File: src/rtl/axi_ahb_pkg.sv
package axi_ahb_pkg;

   // ~~~~~~~~~~~~~~~~~~~~~~~~~~~~~~~~~~~~~~~~~~~~~~~~~~~~~~~~~~~~~~~~~~~~
   // Bus widths.
   // ~~~~~~~~~~~~~~~~~~~~~~~~~~~~~~~~~~~~~~~~~~~~~~~~~~~~~~~~~~~~~~~~~~~~
   localparam int ADDR_W = 32;
   localparam int DATA_W = 64;
   localparam int STRB_W = 8;

   // ~~~~~~~~~~~~~~~~~~~~~~~~~~~~~~~~~~~~~~~~~~~~~~~~~~~~~~~~~~~~~~~~~~~~
   // AHB and AXI codes.
   // ~~~~~~~~~~~~~~~~~~~~~~~~~~~~~~~~~~~~~~~~~~~~~~~~~~~~~~~~~~~~~~~~~~~~
   localparam logic [1:0] HTRANS_IDLE   = 2'b00;
   localparam logic [1:0] HTRANS_NONSEQ = 2'b10;
   localparam logic [2:0] HBURST_SINGLE = 3'b000;
   localparam logic [3:0] HPROT_DATA    = 4'b0011;  // Privileged data access.

   localparam logic [1:0] RESP_OKAY   = 2'b00;
   localparam logic [1:0] RESP_SLVERR = 2'b10;

   typedef enum logic [2:0] {
      IDLE,
      CMD_RD,
      DATA_RD,
      CMD_WR,
      DATA_WR,
      DONE
   } bridge_state_e;

endpackage
File: src/rtl/axi4_to_ahb.sv
`timescale 1ns/1ps
module axi4_to_ahb
   import axi_ahb_pkg::*;
#(
   parameter int ID_W = 1
) (
   input  logic              clk,
   input  logic              arst_n,
   input  logic              awvalid,
   output logic              awready,
   input  logic [ID_W-1:0]   awid,
   input  logic [ADDR_W-1:0] awaddr,
   input  logic [2:0]        awsize,
   input  logic              wvalid,
   output logic              wready,
   input  logic [DATA_W-1:0] wdata,
   input  logic [STRB_W-1:0] wstrb,
   input  logic              wlast,
   output logic              bvalid,
   input  logic              bready,
   output logic [1:0]        bresp,
   output logic [ID_W-1:0]   bid,
   input  logic              arvalid,
   output logic              arready,
   input  logic [ID_W-1:0]   arid,
   input  logic [ADDR_W-1:0] araddr,
   input  logic [2:0]        arsize,
   output logic              rvalid,
   input  logic              rready,
   output logic [ID_W-1:0]   rid,
   output logic [DATA_W-1:0] rdata,
   output logic [1:0]        rresp,
   output logic              rlast,
   output logic [ADDR_W-1:0] haddr,
   output logic [2:0]        hburst,
   output logic              hmastlock,
   output logic [3:0]        hprot,
   output logic [2:0]        hsize,
   output logic [1:0]        htrans,
   output logic              hwrite,
   output logic [DATA_W-1:0] hwdata,
   input  logic [DATA_W-1:0] hrdata,
   input  logic              hready,
   input  logic              hresp
);
   logic              cmd_valid;
   logic              cmd_ready;
   logic              cmd_write;
   logic [ID_W-1:0]   cmd_id;
   logic [ADDR_W-1:0] cmd_addr;
   logic [2:0]        cmd_size;
   logic [DATA_W-1:0] cmd_wdata;
   logic [STRB_W-1:0] cmd_strb;

   logic              in_aligned;
   logic [2:0]        in_size_eff;
   logic [2:0]        in_low_addr;
   logic [2:0]        start_ptr;
   logic [2:0]        hsize_low;
   logic [2:0]        ptr;
   logic              last_beat;
   logic              load;
   logic              step;
   logic [2:0]        buf_size;
   logic [STRB_W-1:0] buf_strb;
   logic              buf_aligned;

   logic              rsp_load;
   logic              rsp_write;
   logic [ID_W-1:0]   rsp_id;
   logic              rsp_error;
   logic [DATA_W-1:0] rsp_rdata;
   logic              rsp_taken;

   axi_cmd_front #(.ID_W(ID_W)) u_front (.*);

   // The sequencer sees the incoming command so sizes are ready at acceptance.
   ahb_byte_sequencer u_seq (
      .in_size  (cmd_size),
      .in_strb  (cmd_strb),
      .in_write (cmd_write),
      .*
   );

   ahb_master_fsm #(.ID_W(ID_W)) u_fsm (.*);

   axi_resp_gen #(.ID_W(ID_W)) u_rsp (.*);

endmodule

File: src/rtl/axi_resp_gen.sv
`timescale 1ns/1ps
module axi_resp_gen
   import axi_ahb_pkg::*;
#(
   parameter int ID_W = 1
) (
   input  logic              clk,
   input  logic              arst_n,
   input  logic              rsp_load,
   input  logic              rsp_write,
   input  logic [ID_W-1:0]   rsp_id,
   input  logic              rsp_error,
   input  logic [DATA_W-1:0] rsp_rdata,
   input  logic              bready,
   input  logic              rready,
   output logic              rsp_taken,
   output logic              bvalid,
   output logic [ID_W-1:0]   bid,
   output logic [1:0]        bresp,
   output logic              rvalid,
   output logic [ID_W-1:0]   rid,
   output logic [DATA_W-1:0] rdata,
   output logic [1:0]        rresp,
   output logic              rlast
);
   logic              held;
   logic              held_write;
   logic              held_error;
   logic [ID_W-1:0]   held_id;
   logic [DATA_W-1:0] held_rdata;

   always_ff @(posedge clk or negedge arst_n) begin
      if (!arst_n) begin
         held <= 1'b0;
      end else if (rsp_load) begin
         held <= 1'b1;
      end else if (rsp_taken) begin
         held <= 1'b0;
      end
   end

   always_ff @(posedge clk) begin
      if (rsp_load) begin
         held_write <= rsp_write;
         held_error <= rsp_error;
         held_id    <= rsp_id;
         held_rdata <= rsp_rdata;
      end
   end

   // Both channels must be ready before either response goes out.
   assign rsp_taken = held & bready & rready;

   assign bvalid = rsp_taken & held_write;
   assign rvalid = rsp_taken & ~held_write;
   assign bresp  = held_error ? RESP_SLVERR : RESP_OKAY;
   assign rresp  = held_error ? RESP_SLVERR : RESP_OKAY;
   assign bid    = held_id;
   assign rid    = held_id;
   assign rdata  = held_rdata;
   assign rlast  = 1'b1;

endmodule

File: src/rtl/ahb_master_fsm.sv
`timescale 1ns/1ps
module ahb_master_fsm
   import axi_ahb_pkg::*;
#(
   parameter int ID_W = 1
) (
   input  logic              clk,
   input  logic              arst_n,
   input  logic              cmd_valid,
   input  logic              cmd_write,
   input  logic [ID_W-1:0]   cmd_id,
   input  logic [ADDR_W-1:0] cmd_addr,
   input  logic [2:0]        cmd_size,
   input  logic [DATA_W-1:0] cmd_wdata,
   input  logic [STRB_W-1:0] cmd_strb,
   output logic              cmd_ready,
   input  logic              in_aligned,
   input  logic [2:0]        in_size_eff,
   input  logic [2:0]        in_low_addr,
   input  logic [2:0]        start_ptr,
   input  logic [2:0]        hsize_low,
   input  logic [2:0]        ptr,
   input  logic              last_beat,
   output logic              load,
   output logic              step,
   output logic [2:0]        buf_size,
   output logic [STRB_W-1:0] buf_strb,
   output logic              buf_aligned,
   output logic [ADDR_W-1:0] haddr,
   output logic [1:0]        htrans,
   output logic [2:0]        hsize,
   output logic              hwrite,
   output logic [DATA_W-1:0] hwdata,
   output logic [2:0]        hburst,
   output logic              hmastlock,
   output logic [3:0]        hprot,
   input  logic [DATA_W-1:0] hrdata,
   input  logic              hready,
   input  logic              hresp,
   output logic              rsp_load,
   output logic              rsp_write,
   output logic [ID_W-1:0]   rsp_id,
   output logic              rsp_error,
   output logic [DATA_W-1:0] rsp_rdata,
   input  logic              rsp_taken
);
   bridge_state_e     state;
   bridge_state_e     state_nxt;
   logic              active;
   logic              hready_q;
   logic              hresp_q;
   logic [1:0]        htrans_q;
   logic              buf_write;
   logic [ID_W-1:0]   buf_id;
   logic [ADDR_W-1:0] buf_addr;
   logic [DATA_W-1:0] buf_data;
   logic [DATA_W-1:0] rdata_q;
   logic [2:0]        low_addr_in;
   logic              addr_done;
   logic              data_done;
   logic              finish;

   assign cmd_ready = active & (state == IDLE);
   assign load      = cmd_valid & cmd_ready;

   assign addr_done = hready_q & (htrans_q == HTRANS_NONSEQ);  // Address phase taken.
   assign data_done = hready_q | hresp_q;
   assign finish    = hresp_q | (state == DATA_RD) | last_beat;
   assign step      = (state == DATA_WR) & data_done & ~finish;

   // ~~~~~~~~~~~~~~~~~~~~~~~~~~~~~~~~~~~~~~~~~~~~~~~~~~~~~~~~~~~~~~~~~~~~
   // Transaction FSM.
   // ~~~~~~~~~~~~~~~~~~~~~~~~~~~~~~~~~~~~~~~~~~~~~~~~~~~~~~~~~~~~~~~~~~~~
   always_comb begin
      state_nxt = state;
      htrans    = HTRANS_IDLE;
      rsp_load  = 1'b0;
      case (state)
         IDLE: begin
            if (load) begin
               state_nxt = cmd_write ? CMD_WR : CMD_RD;
            end
         end
         CMD_RD, CMD_WR: begin
            htrans = addr_done ? HTRANS_IDLE : HTRANS_NONSEQ;
            if (addr_done) begin
               state_nxt = (state == CMD_RD) ? DATA_RD : DATA_WR;
            end
         end
         DATA_RD, DATA_WR: begin
            if (data_done && finish) begin
               state_nxt = DONE;  // An error also drops any remaining bytes.
               rsp_load  = 1'b1;
            end else if (data_done) begin
               state_nxt = CMD_WR;
            end
         end
         DONE: begin
            if (rsp_taken) begin
               state_nxt = IDLE;
            end
         end
         default: state_nxt = IDLE;
      endcase
   end

   always_ff @(posedge clk or negedge arst_n) begin
      if (!arst_n) begin
         state     <= IDLE;
         active    <= 1'b0;
         hready_q  <= 1'b0;
         hresp_q   <= 1'b0;
         htrans_q  <= HTRANS_IDLE;
         buf_write <= 1'b0;
      end else begin
         state    <= state_nxt;
         active   <= 1'b1;
         hready_q <= hready;
         hresp_q  <= hresp;
         htrans_q <= htrans;
         if (load) begin
            buf_write <= cmd_write;
         end
      end
   end

   // Split writes take their address from the pointer, so only aligned low bits matter.
   assign low_addr_in = !in_aligned ? start_ptr :
                        (cmd_write && cmd_size == 3'd3) ? in_low_addr : cmd_addr[2:0];

   always_ff @(posedge clk) begin
      if (load) begin
         buf_id      <= cmd_id;
         buf_addr    <= {cmd_addr[ADDR_W-1:3], low_addr_in};
         buf_size    <= in_size_eff;
         buf_strb    <= cmd_strb;
         buf_aligned <= in_aligned;
         buf_data    <= cmd_wdata;
      end
      if (hready && state inside {CMD_RD, DATA_RD}) begin
         rdata_q <= hrdata;
      end
   end

   // ~~~~~~~~~~~~~~~~~~~~~~~~~~~~~~~~~~~~~~~~~~~~~~~~~~~~~~~~~~~~~~~~~~~~
   // AHB master outputs and response.
   // ~~~~~~~~~~~~~~~~~~~~~~~~~~~~~~~~~~~~~~~~~~~~~~~~~~~~~~~~~~~~~~~~~~~~
   assign haddr     = {buf_addr[ADDR_W-1:3], buf_aligned ? buf_addr[2:0] : ptr};
   assign hsize     = hsize_low;
   assign hwrite    = buf_write;
   assign hwdata    = buf_data;  // Held for the whole transaction.
   assign hburst    = HBURST_SINGLE;
   assign hmastlock = 1'b0;
   assign hprot     = HPROT_DATA;

   assign rsp_write = buf_write;
   assign rsp_id    = buf_id;
   assign rsp_error = hresp_q;
   assign rsp_rdata = rdata_q;

endmodule

File: src/rtl/ahb_byte_sequencer.sv
`timescale 1ns/1ps
module ahb_byte_sequencer
   import axi_ahb_pkg::*;
(
   input  logic              clk,
   input  logic              arst_n,
   input  logic [2:0]        in_size,
   input  logic [STRB_W-1:0] in_strb,
   input  logic              in_write,
   input  logic              load,
   input  logic              step,
   input  logic [2:0]        buf_size,
   input  logic [STRB_W-1:0] buf_strb,
   input  logic              buf_aligned,
   output logic              in_aligned,
   output logic [2:0]        in_size_eff,
   output logic [2:0]        in_low_addr,
   output logic [2:0]        start_ptr,
   output logic [2:0]        hsize_low,
   output logic [2:0]        ptr,
   output logic              last_beat
);
   logic       strb_match;
   logic [2:0] strb_size;
   logic [2:0] next_ptr;

   // Naturally aligned strobe groups map to a single transfer.
   always_comb begin
      strb_match  = 1'b1;
      strb_size   = 3'd1;
      in_low_addr = 3'd0;
      case (in_strb)
         8'hFF: strb_size = 3'd3;
         8'h0F: strb_size = 3'd2;
         8'hF0: begin
            strb_size   = 3'd2;
            in_low_addr = 3'd4;
         end
         8'h03: in_low_addr = 3'd0;
         8'h0C: in_low_addr = 3'd2;
         8'h30: in_low_addr = 3'd4;
         8'hC0: in_low_addr = 3'd6;
         default: strb_match = 1'b0;
      endcase
   end

   assign in_aligned  = ~in_write | (in_size < 3'd3) | strb_match;
   assign in_size_eff = (in_write && in_size == 3'd3 && strb_match) ? strb_size : in_size;

   always_comb begin
      start_ptr = 3'd0;
      next_ptr  = ptr;
      for (int i = STRB_W - 1; i >= 0; i--) begin
         if (in_strb[i]) begin
            start_ptr = 3'(i);
         end
         if (buf_strb[i] && 3'(i) > ptr) begin
            next_ptr = 3'(i);  // Lowest set strobe above the pointer wins.
         end
      end
   end

   assign hsize_low = buf_aligned ? buf_size : 3'd0;
   assign last_beat = buf_aligned | ~|(buf_strb >> ptr >> 1);

   always_ff @(posedge clk or negedge arst_n) begin
      if (!arst_n) begin
         ptr <= 3'd0;
      end else if (load) begin
         ptr <= start_ptr;
      end else if (step) begin
         ptr <= next_ptr;
      end
   end

endmodule

File: src/rtl/axi_cmd_front.sv
`timescale 1ns/1ps
module axi_cmd_front
   import axi_ahb_pkg::*;
#(
   parameter int ID_W = 1
) (
   input  logic              clk,
   input  logic              arst_n,
   input  logic              awvalid,
   input  logic [ID_W-1:0]   awid,
   input  logic [ADDR_W-1:0] awaddr,
   input  logic [2:0]        awsize,
   output logic              awready,
   input  logic              wvalid,
   input  logic [DATA_W-1:0] wdata,
   input  logic [STRB_W-1:0] wstrb,
   input  logic              wlast,
   output logic              wready,
   input  logic              arvalid,
   input  logic [ID_W-1:0]   arid,
   input  logic [ADDR_W-1:0] araddr,
   input  logic [2:0]        arsize,
   output logic              arready,
   input  logic              cmd_ready,
   output logic              cmd_valid,
   output logic              cmd_write,
   output logic [ID_W-1:0]   cmd_id,
   output logic [ADDR_W-1:0] cmd_addr,
   output logic [2:0]        cmd_size,
   output logic [DATA_W-1:0] cmd_wdata,
   output logic [STRB_W-1:0] cmd_strb
);
   logic              aw_vld;
   logic              w_vld;
   logic [ID_W-1:0]   aw_id;
   logic [ADDR_W-1:0] aw_addr;
   logic [2:0]        aw_size;
   logic [DATA_W-1:0] w_data;
   logic [STRB_W-1:0] w_strb;
   logic              wr_cmd_vld;
   logic              wr_sent;
   logic              aw_en;
   logic              w_en;

   assign wr_cmd_vld = aw_vld & w_vld;
   assign wr_sent    = wr_cmd_vld & cmd_ready;

   assign awready = cmd_ready & (~aw_vld | wr_sent);
   assign wready  = cmd_ready & (~w_vld | wr_sent);
   assign arready = cmd_ready & ~wr_cmd_vld;  // A buffered write goes first.

   assign aw_en = awvalid & awready;
   assign w_en  = wvalid & wready;

   always_ff @(posedge clk or negedge arst_n) begin
      if (!arst_n) begin
         aw_vld <= 1'b0;
         w_vld  <= 1'b0;
      end else begin
         if (aw_en) begin
            aw_vld <= 1'b1;
         end else if (wr_sent) begin
            aw_vld <= 1'b0;
         end
         if (w_en) begin
            w_vld <= wlast;  // Only the last beat completes the slot.
         end else if (wr_sent) begin
            w_vld <= 1'b0;
         end
      end
   end

   always_ff @(posedge clk) begin
      if (aw_en) begin
         aw_id   <= awid;
         aw_addr <= awaddr;
         aw_size <= awsize;
      end
      if (w_en) begin
         w_data <= wdata;
         w_strb <= wstrb;
      end
   end

   // ~~~~~~~~~~~~~~~~~~~~~~~~~~~~~~~~~~~~~~~~~~~~~~~~~~~~~~~~~~~~~~~~~~~~
   // Command mux. Reads pass straight through from the AR channel.
   // ~~~~~~~~~~~~~~~~~~~~~~~~~~~~~~~~~~~~~~~~~~~~~~~~~~~~~~~~~~~~~~~~~~~~
   assign cmd_valid = wr_cmd_vld | arvalid;
   assign cmd_write = wr_cmd_vld;
   assign cmd_id    = wr_cmd_vld ? aw_id : arid;
   assign cmd_addr  = wr_cmd_vld ? aw_addr : araddr;
   assign cmd_size  = wr_cmd_vld ? aw_size : arsize;
   assign cmd_wdata = w_data;
   assign cmd_strb  = w_strb;

endmodule

File: config.mk
export PLATFORM = sky130hd
export DESIGN_NAME = axi4_to_ahb
export DESIGN_NICKNAME = d
export VERILOG_FILES = /design/src/rtl/axi_ahb_pkg.sv /design/src/rtl/axi4_to_ahb.sv /design/src/rtl/axi_resp_gen.sv /design/src/rtl/ahb_master_fsm.sv /design/src/rtl/ahb_byte_sequencer.sv /design/src/rtl/axi_cmd_front.sv
export SDC_FILE = /design/constraint.sdc
export NUM_CORES = 1
export LEC_CHECK = 0
export BUFFER_PORTS_ARGS = -buffer_cell sky130_fd_sc_hd__buf_4
export CAP_MARGIN = 20
export CORE_MARGIN = 4
export CORE_UTILIZATION = 52
export CTS_BUF_LIST = sky130_fd_sc_hd__clkbuf_4 sky130_fd_sc_hd__clkbuf_8
export DETAILED_ROUTE_END_ITERATION = 8
export GPL_TIMING_DRIVEN = 1
export PLACE_DENSITY = 0.83
export SLEW_MARGIN = 25
export SYNTH_ARGS = -nofsm -noshare
export SYNTH_HDL_FRONTEND = slang
export SYNTH_SLANG_ARGS = --single-unit
File: constraint.sdc
create_clock -name clk -period 6.5 [get_ports clk]
set_input_delay 0.65 -clock clk [delete_from_list [all_inputs] [get_ports clk]]
set_output_delay 0.65 -clock clk [all_outputs]
set_load 0.05 [all_outputs]
==> impl_metrics.ini <==
[run_status]
status = finished clean

[power_and_ir_drop]
power.total_mw = 6.89
clockPowerShare = 0.267
switching_power_mw = 2.29
sequentialPowerShare = 0.475
p_per_area_nw_per_um2 = 415
switching_share = 0.332
combinationalPowerShare = 0.258
internal-power_mw = 4.60
peakVddDrop_mv = 0.243
power_leakage_nw = 6.50

[timing]
relSlewSlack = 0.345
fin_setup_tns_ns = 0
slew_viol_final = 0
rsz0062_at_grt = no
fin_crit_sh = 0.451
fin_skew_ns = 0.0338
timing.fmax_ghz = 0.341
timing.final.ws_setup_ns = 3.57
finalHoldViolations = 0
min_period_ns = 2.93
worst_pin_slew_ns = 0.982
setup_viol = 0

[setup_path]
r2r_cells = 4
crit_family = buffers and inverters
cp_slowest_cell = inv_4
critPathMaxStageDelay_ns = 0.71
crit_cells = 4
crit_required_ns = 6.71
worstSetupEndpointType = register
cp.arrival_ns = 3.14
ff2ff_setup_slack_ns = 3.57
path_max_fanout = 72
path_class = register to register
path_cells = nor4b_4 -> o21ai_0 -> inv_4 -> buf_4
r2r-start = u_fsm.state[2]
cp_num_buf_inv = 2
cp-start-kind = register
worst_r2r_endpoint = u_fsm.hwdata[30]

[floorplan]
core_um2 = 23500
initial_utilization = 0.531
num_rows = 56
io_pins = 404
die_height_um = 163
fp.dieArea_um2 = 26600
die_w_um = 163

[synth]
synthCells = 676
seq_area_frac_synth = 0.862
syn-cell-area_um2 = 12500
synth_edf_count = 347
ys.warnings.count = 0
synthFlopType = edfxtp_1
ys_seq_elements = 361
avgSynthCellArea_um2 = 18.5
yosysUniqueCellTypes = 48
ys_async_sr_fraction = 0.0388

[place]
dp.cells = 1342
place_ws_ns = 3.53
gp_congestion = 0.830
hpwl_mm = 20.4
io_buffer_count = 391

[grt]
grt_pass1_wl_mm = 42.2
track_usage = 0.212
grt_antenna_before_repair = 1
grt_max_degree = 73
grt_pass1_vias = 7480
gr-total-overflow = 0

[layout]
area_delta_synth_final_pct = 33.0
antenna_cells = 0
finalNonFillerCells = 1443
drive_gt1_frac = 0.440
finalNetCount = 1298
regArea_um2 = 10800
nFillCells = 1485
multi_input_area_um2 = 1350

[hold_path]
hold_path_class = input port to register
hold_path_depth = 1
min_from = hready
hold_end = u_fsm.hready_q

[clock_network]
cts_tree = yes
clock-sinks = 361
cts.reportedPaths.clkPinSlew_ns = 0.06
root_buffer = clkbuf_8
cts_resized = 0
h-tree-depth = 2
cts_buffers = 54
clk_latency_ns = 0.57
max-clock-path-buffers = 3

[drt]
drc_errors = 0
drtAntennaViolNets = 0
routedWlPerCell_um = 20.2
viasPerCell = 4.93
drt-initial-drc-count = 556
drt-pass1-iter-count = 5
routed-via-count = 7109
wirelength_mm = 29.2

[flow_run]
cap_violations = 0
[worst max-delay path by stage]
stage / start / end / slack (ns)
3_3_place_gp: u_fsm.state[2] / u_fsm.buf_addr[27] / 3.62
2_1_floorplan: u_fsm.state[0] / u_fsm.rsp_rdata[0] / 0.56
5_1_grt: u_fsm.state[2] / u_fsm.buf_addr[20] / 3.31
3_5_place_dp: u_fsm.state[2] / u_fsm.buf_addr[17] / 3.53
4_1_cts: u_fsm.state[2] / u_fsm.buf_addr[21] / 3.55
6_report: u_fsm.state[2] / u_fsm.hwdata[30] / 3.57
[through the flow]
stage                     hold WS, ns  instance area, um^2  utilization
after detailed placement        0.405                15500        0.659
after global routing            0.158                16600        0.706
after floorplan                 0.354                12500            -
final                           0.201                16600        0.706
after global placement          0.400                15500        0.659
after CTS                       0.152                16600        0.706
[final cells by class]
class,count,share of cell area
Sequential cell,361,0.648
Timing Repair Buffer,395,0.179
Multi-Input combinational cell,258,0.0810
Clock buffer,74,0.0537
Tap cell,319,0.0240
Clock inverter,26,0.0124
Inverter,10,0.00241
[cell families after synthesis]
| group | after synthesis | share of synthesized area |
|---|---|---|
| buffers and inverters | 68 | 0.0351 |
| muxes | 9 | 0.00811 |
| other | 2 | 0.000601 |
| and+or+nand+nor | 176 | 0.0639 |
| DFF | 361 | 0.862 |
| AOI/OAI and AO/OA | 58 | 0.0291 |
| xor gates and xnor gates | 2 | 0.00140 |
[what timing repair did]
action	CTS	global route
setup buffers	0	0
hold endpoints to repair	14	0
hold buffers	1	0
[power groups by stage]
stage	clock network (mW)	registers (mW)	logic [mW]
2_1_floorplan	0	3.81	0.730
3_3_place_gp	0	3.29	1.75
3_5_place_dp	0	3.31	1.79
4_1_cts	1.89	3.28	1.79
5_1_grt	2.01	3.31	1.88
6_report	1.84	3.27	1.78
[synthesized netlist by cell type, types with 2 or more instances]
library cell	number	area share
nand2_1	115	0.035
mux2i_1	6	0.0048
nor4_1	3	0.0015
clkbuf_1	7	0.0021
inv_1	10	0.0030
nand3_1	4	0.0016
dfrtp_1	14	0.028
nor3_1	6	0.0024
nor4bb_1	2	0.0016
a211oi_1	3	0.0018
and2_1	7	0.0035
nor2b_1	5	0.0025
a31oi_1	3	0.0015
buf_6	2	0.0018
nand4_1	3	0.0015
o21a_1	2	0.0012
mux2_4	2	0.0024
buf_2	3	0.0012
edfxtp_1	347	0.83
a21boi_0	2	0.0012
xnor2_1	2	0.0014
conb_1	2	0.00060
buf_4	44	0.026
o31a_1	2	0.0014
a21oi_1	23	0.0092
o31ai_1	2	0.0012
o21ai_0	13	0.0052
buf_1	2	0.00060
nor2_1	21	0.0063
[flip-flops by register name (all words and copies together) (netlist names), 3 cells and up]
register / flops
u_front.aw_size: 3
u_front.cmd_strb: 8
u_front.aw_addr: 32
u_fsm.buf_addr: 32
u_fsm.rsp_rdata: 64
u_fsm.buf_strb: 7
u_fsm.buf_size: 3
u_fsm.state: 3
u_fsm.hwdata: 64
u_seq.ptr: 3
u_front.cmd_wdata: 64
u_rsp.rdata: 64
[cell usage in the layout (no fill, tap or decap), types with 6 or more instances in the layout]
cell type,synthesis,final
inv_1,10,9
nor3_1,6,6
nor2_1,21,21
conb_1,2,13
o21ai_0,13,13
clkbuf_4,0,20
clkbuf_8,0,54
edfxtp_1,347,347
clkinv_1,0,14
buf_4,44,394
mux2i_1,6,6
nand2_1,115,114
dfrtp_1,14,14
a21oi_1,23,23
[metal layers]
metal,track usage,vias up,part of all wire
met4,0.0778,2,0.030
met1,0.228,3387,0.34
met5,0,-,0.00069
li1,-,3287,-
met2,0.375,373,0.52
met3,0.0863,60,0.11
Note: power is estimated with default switching activity, not from simulation.
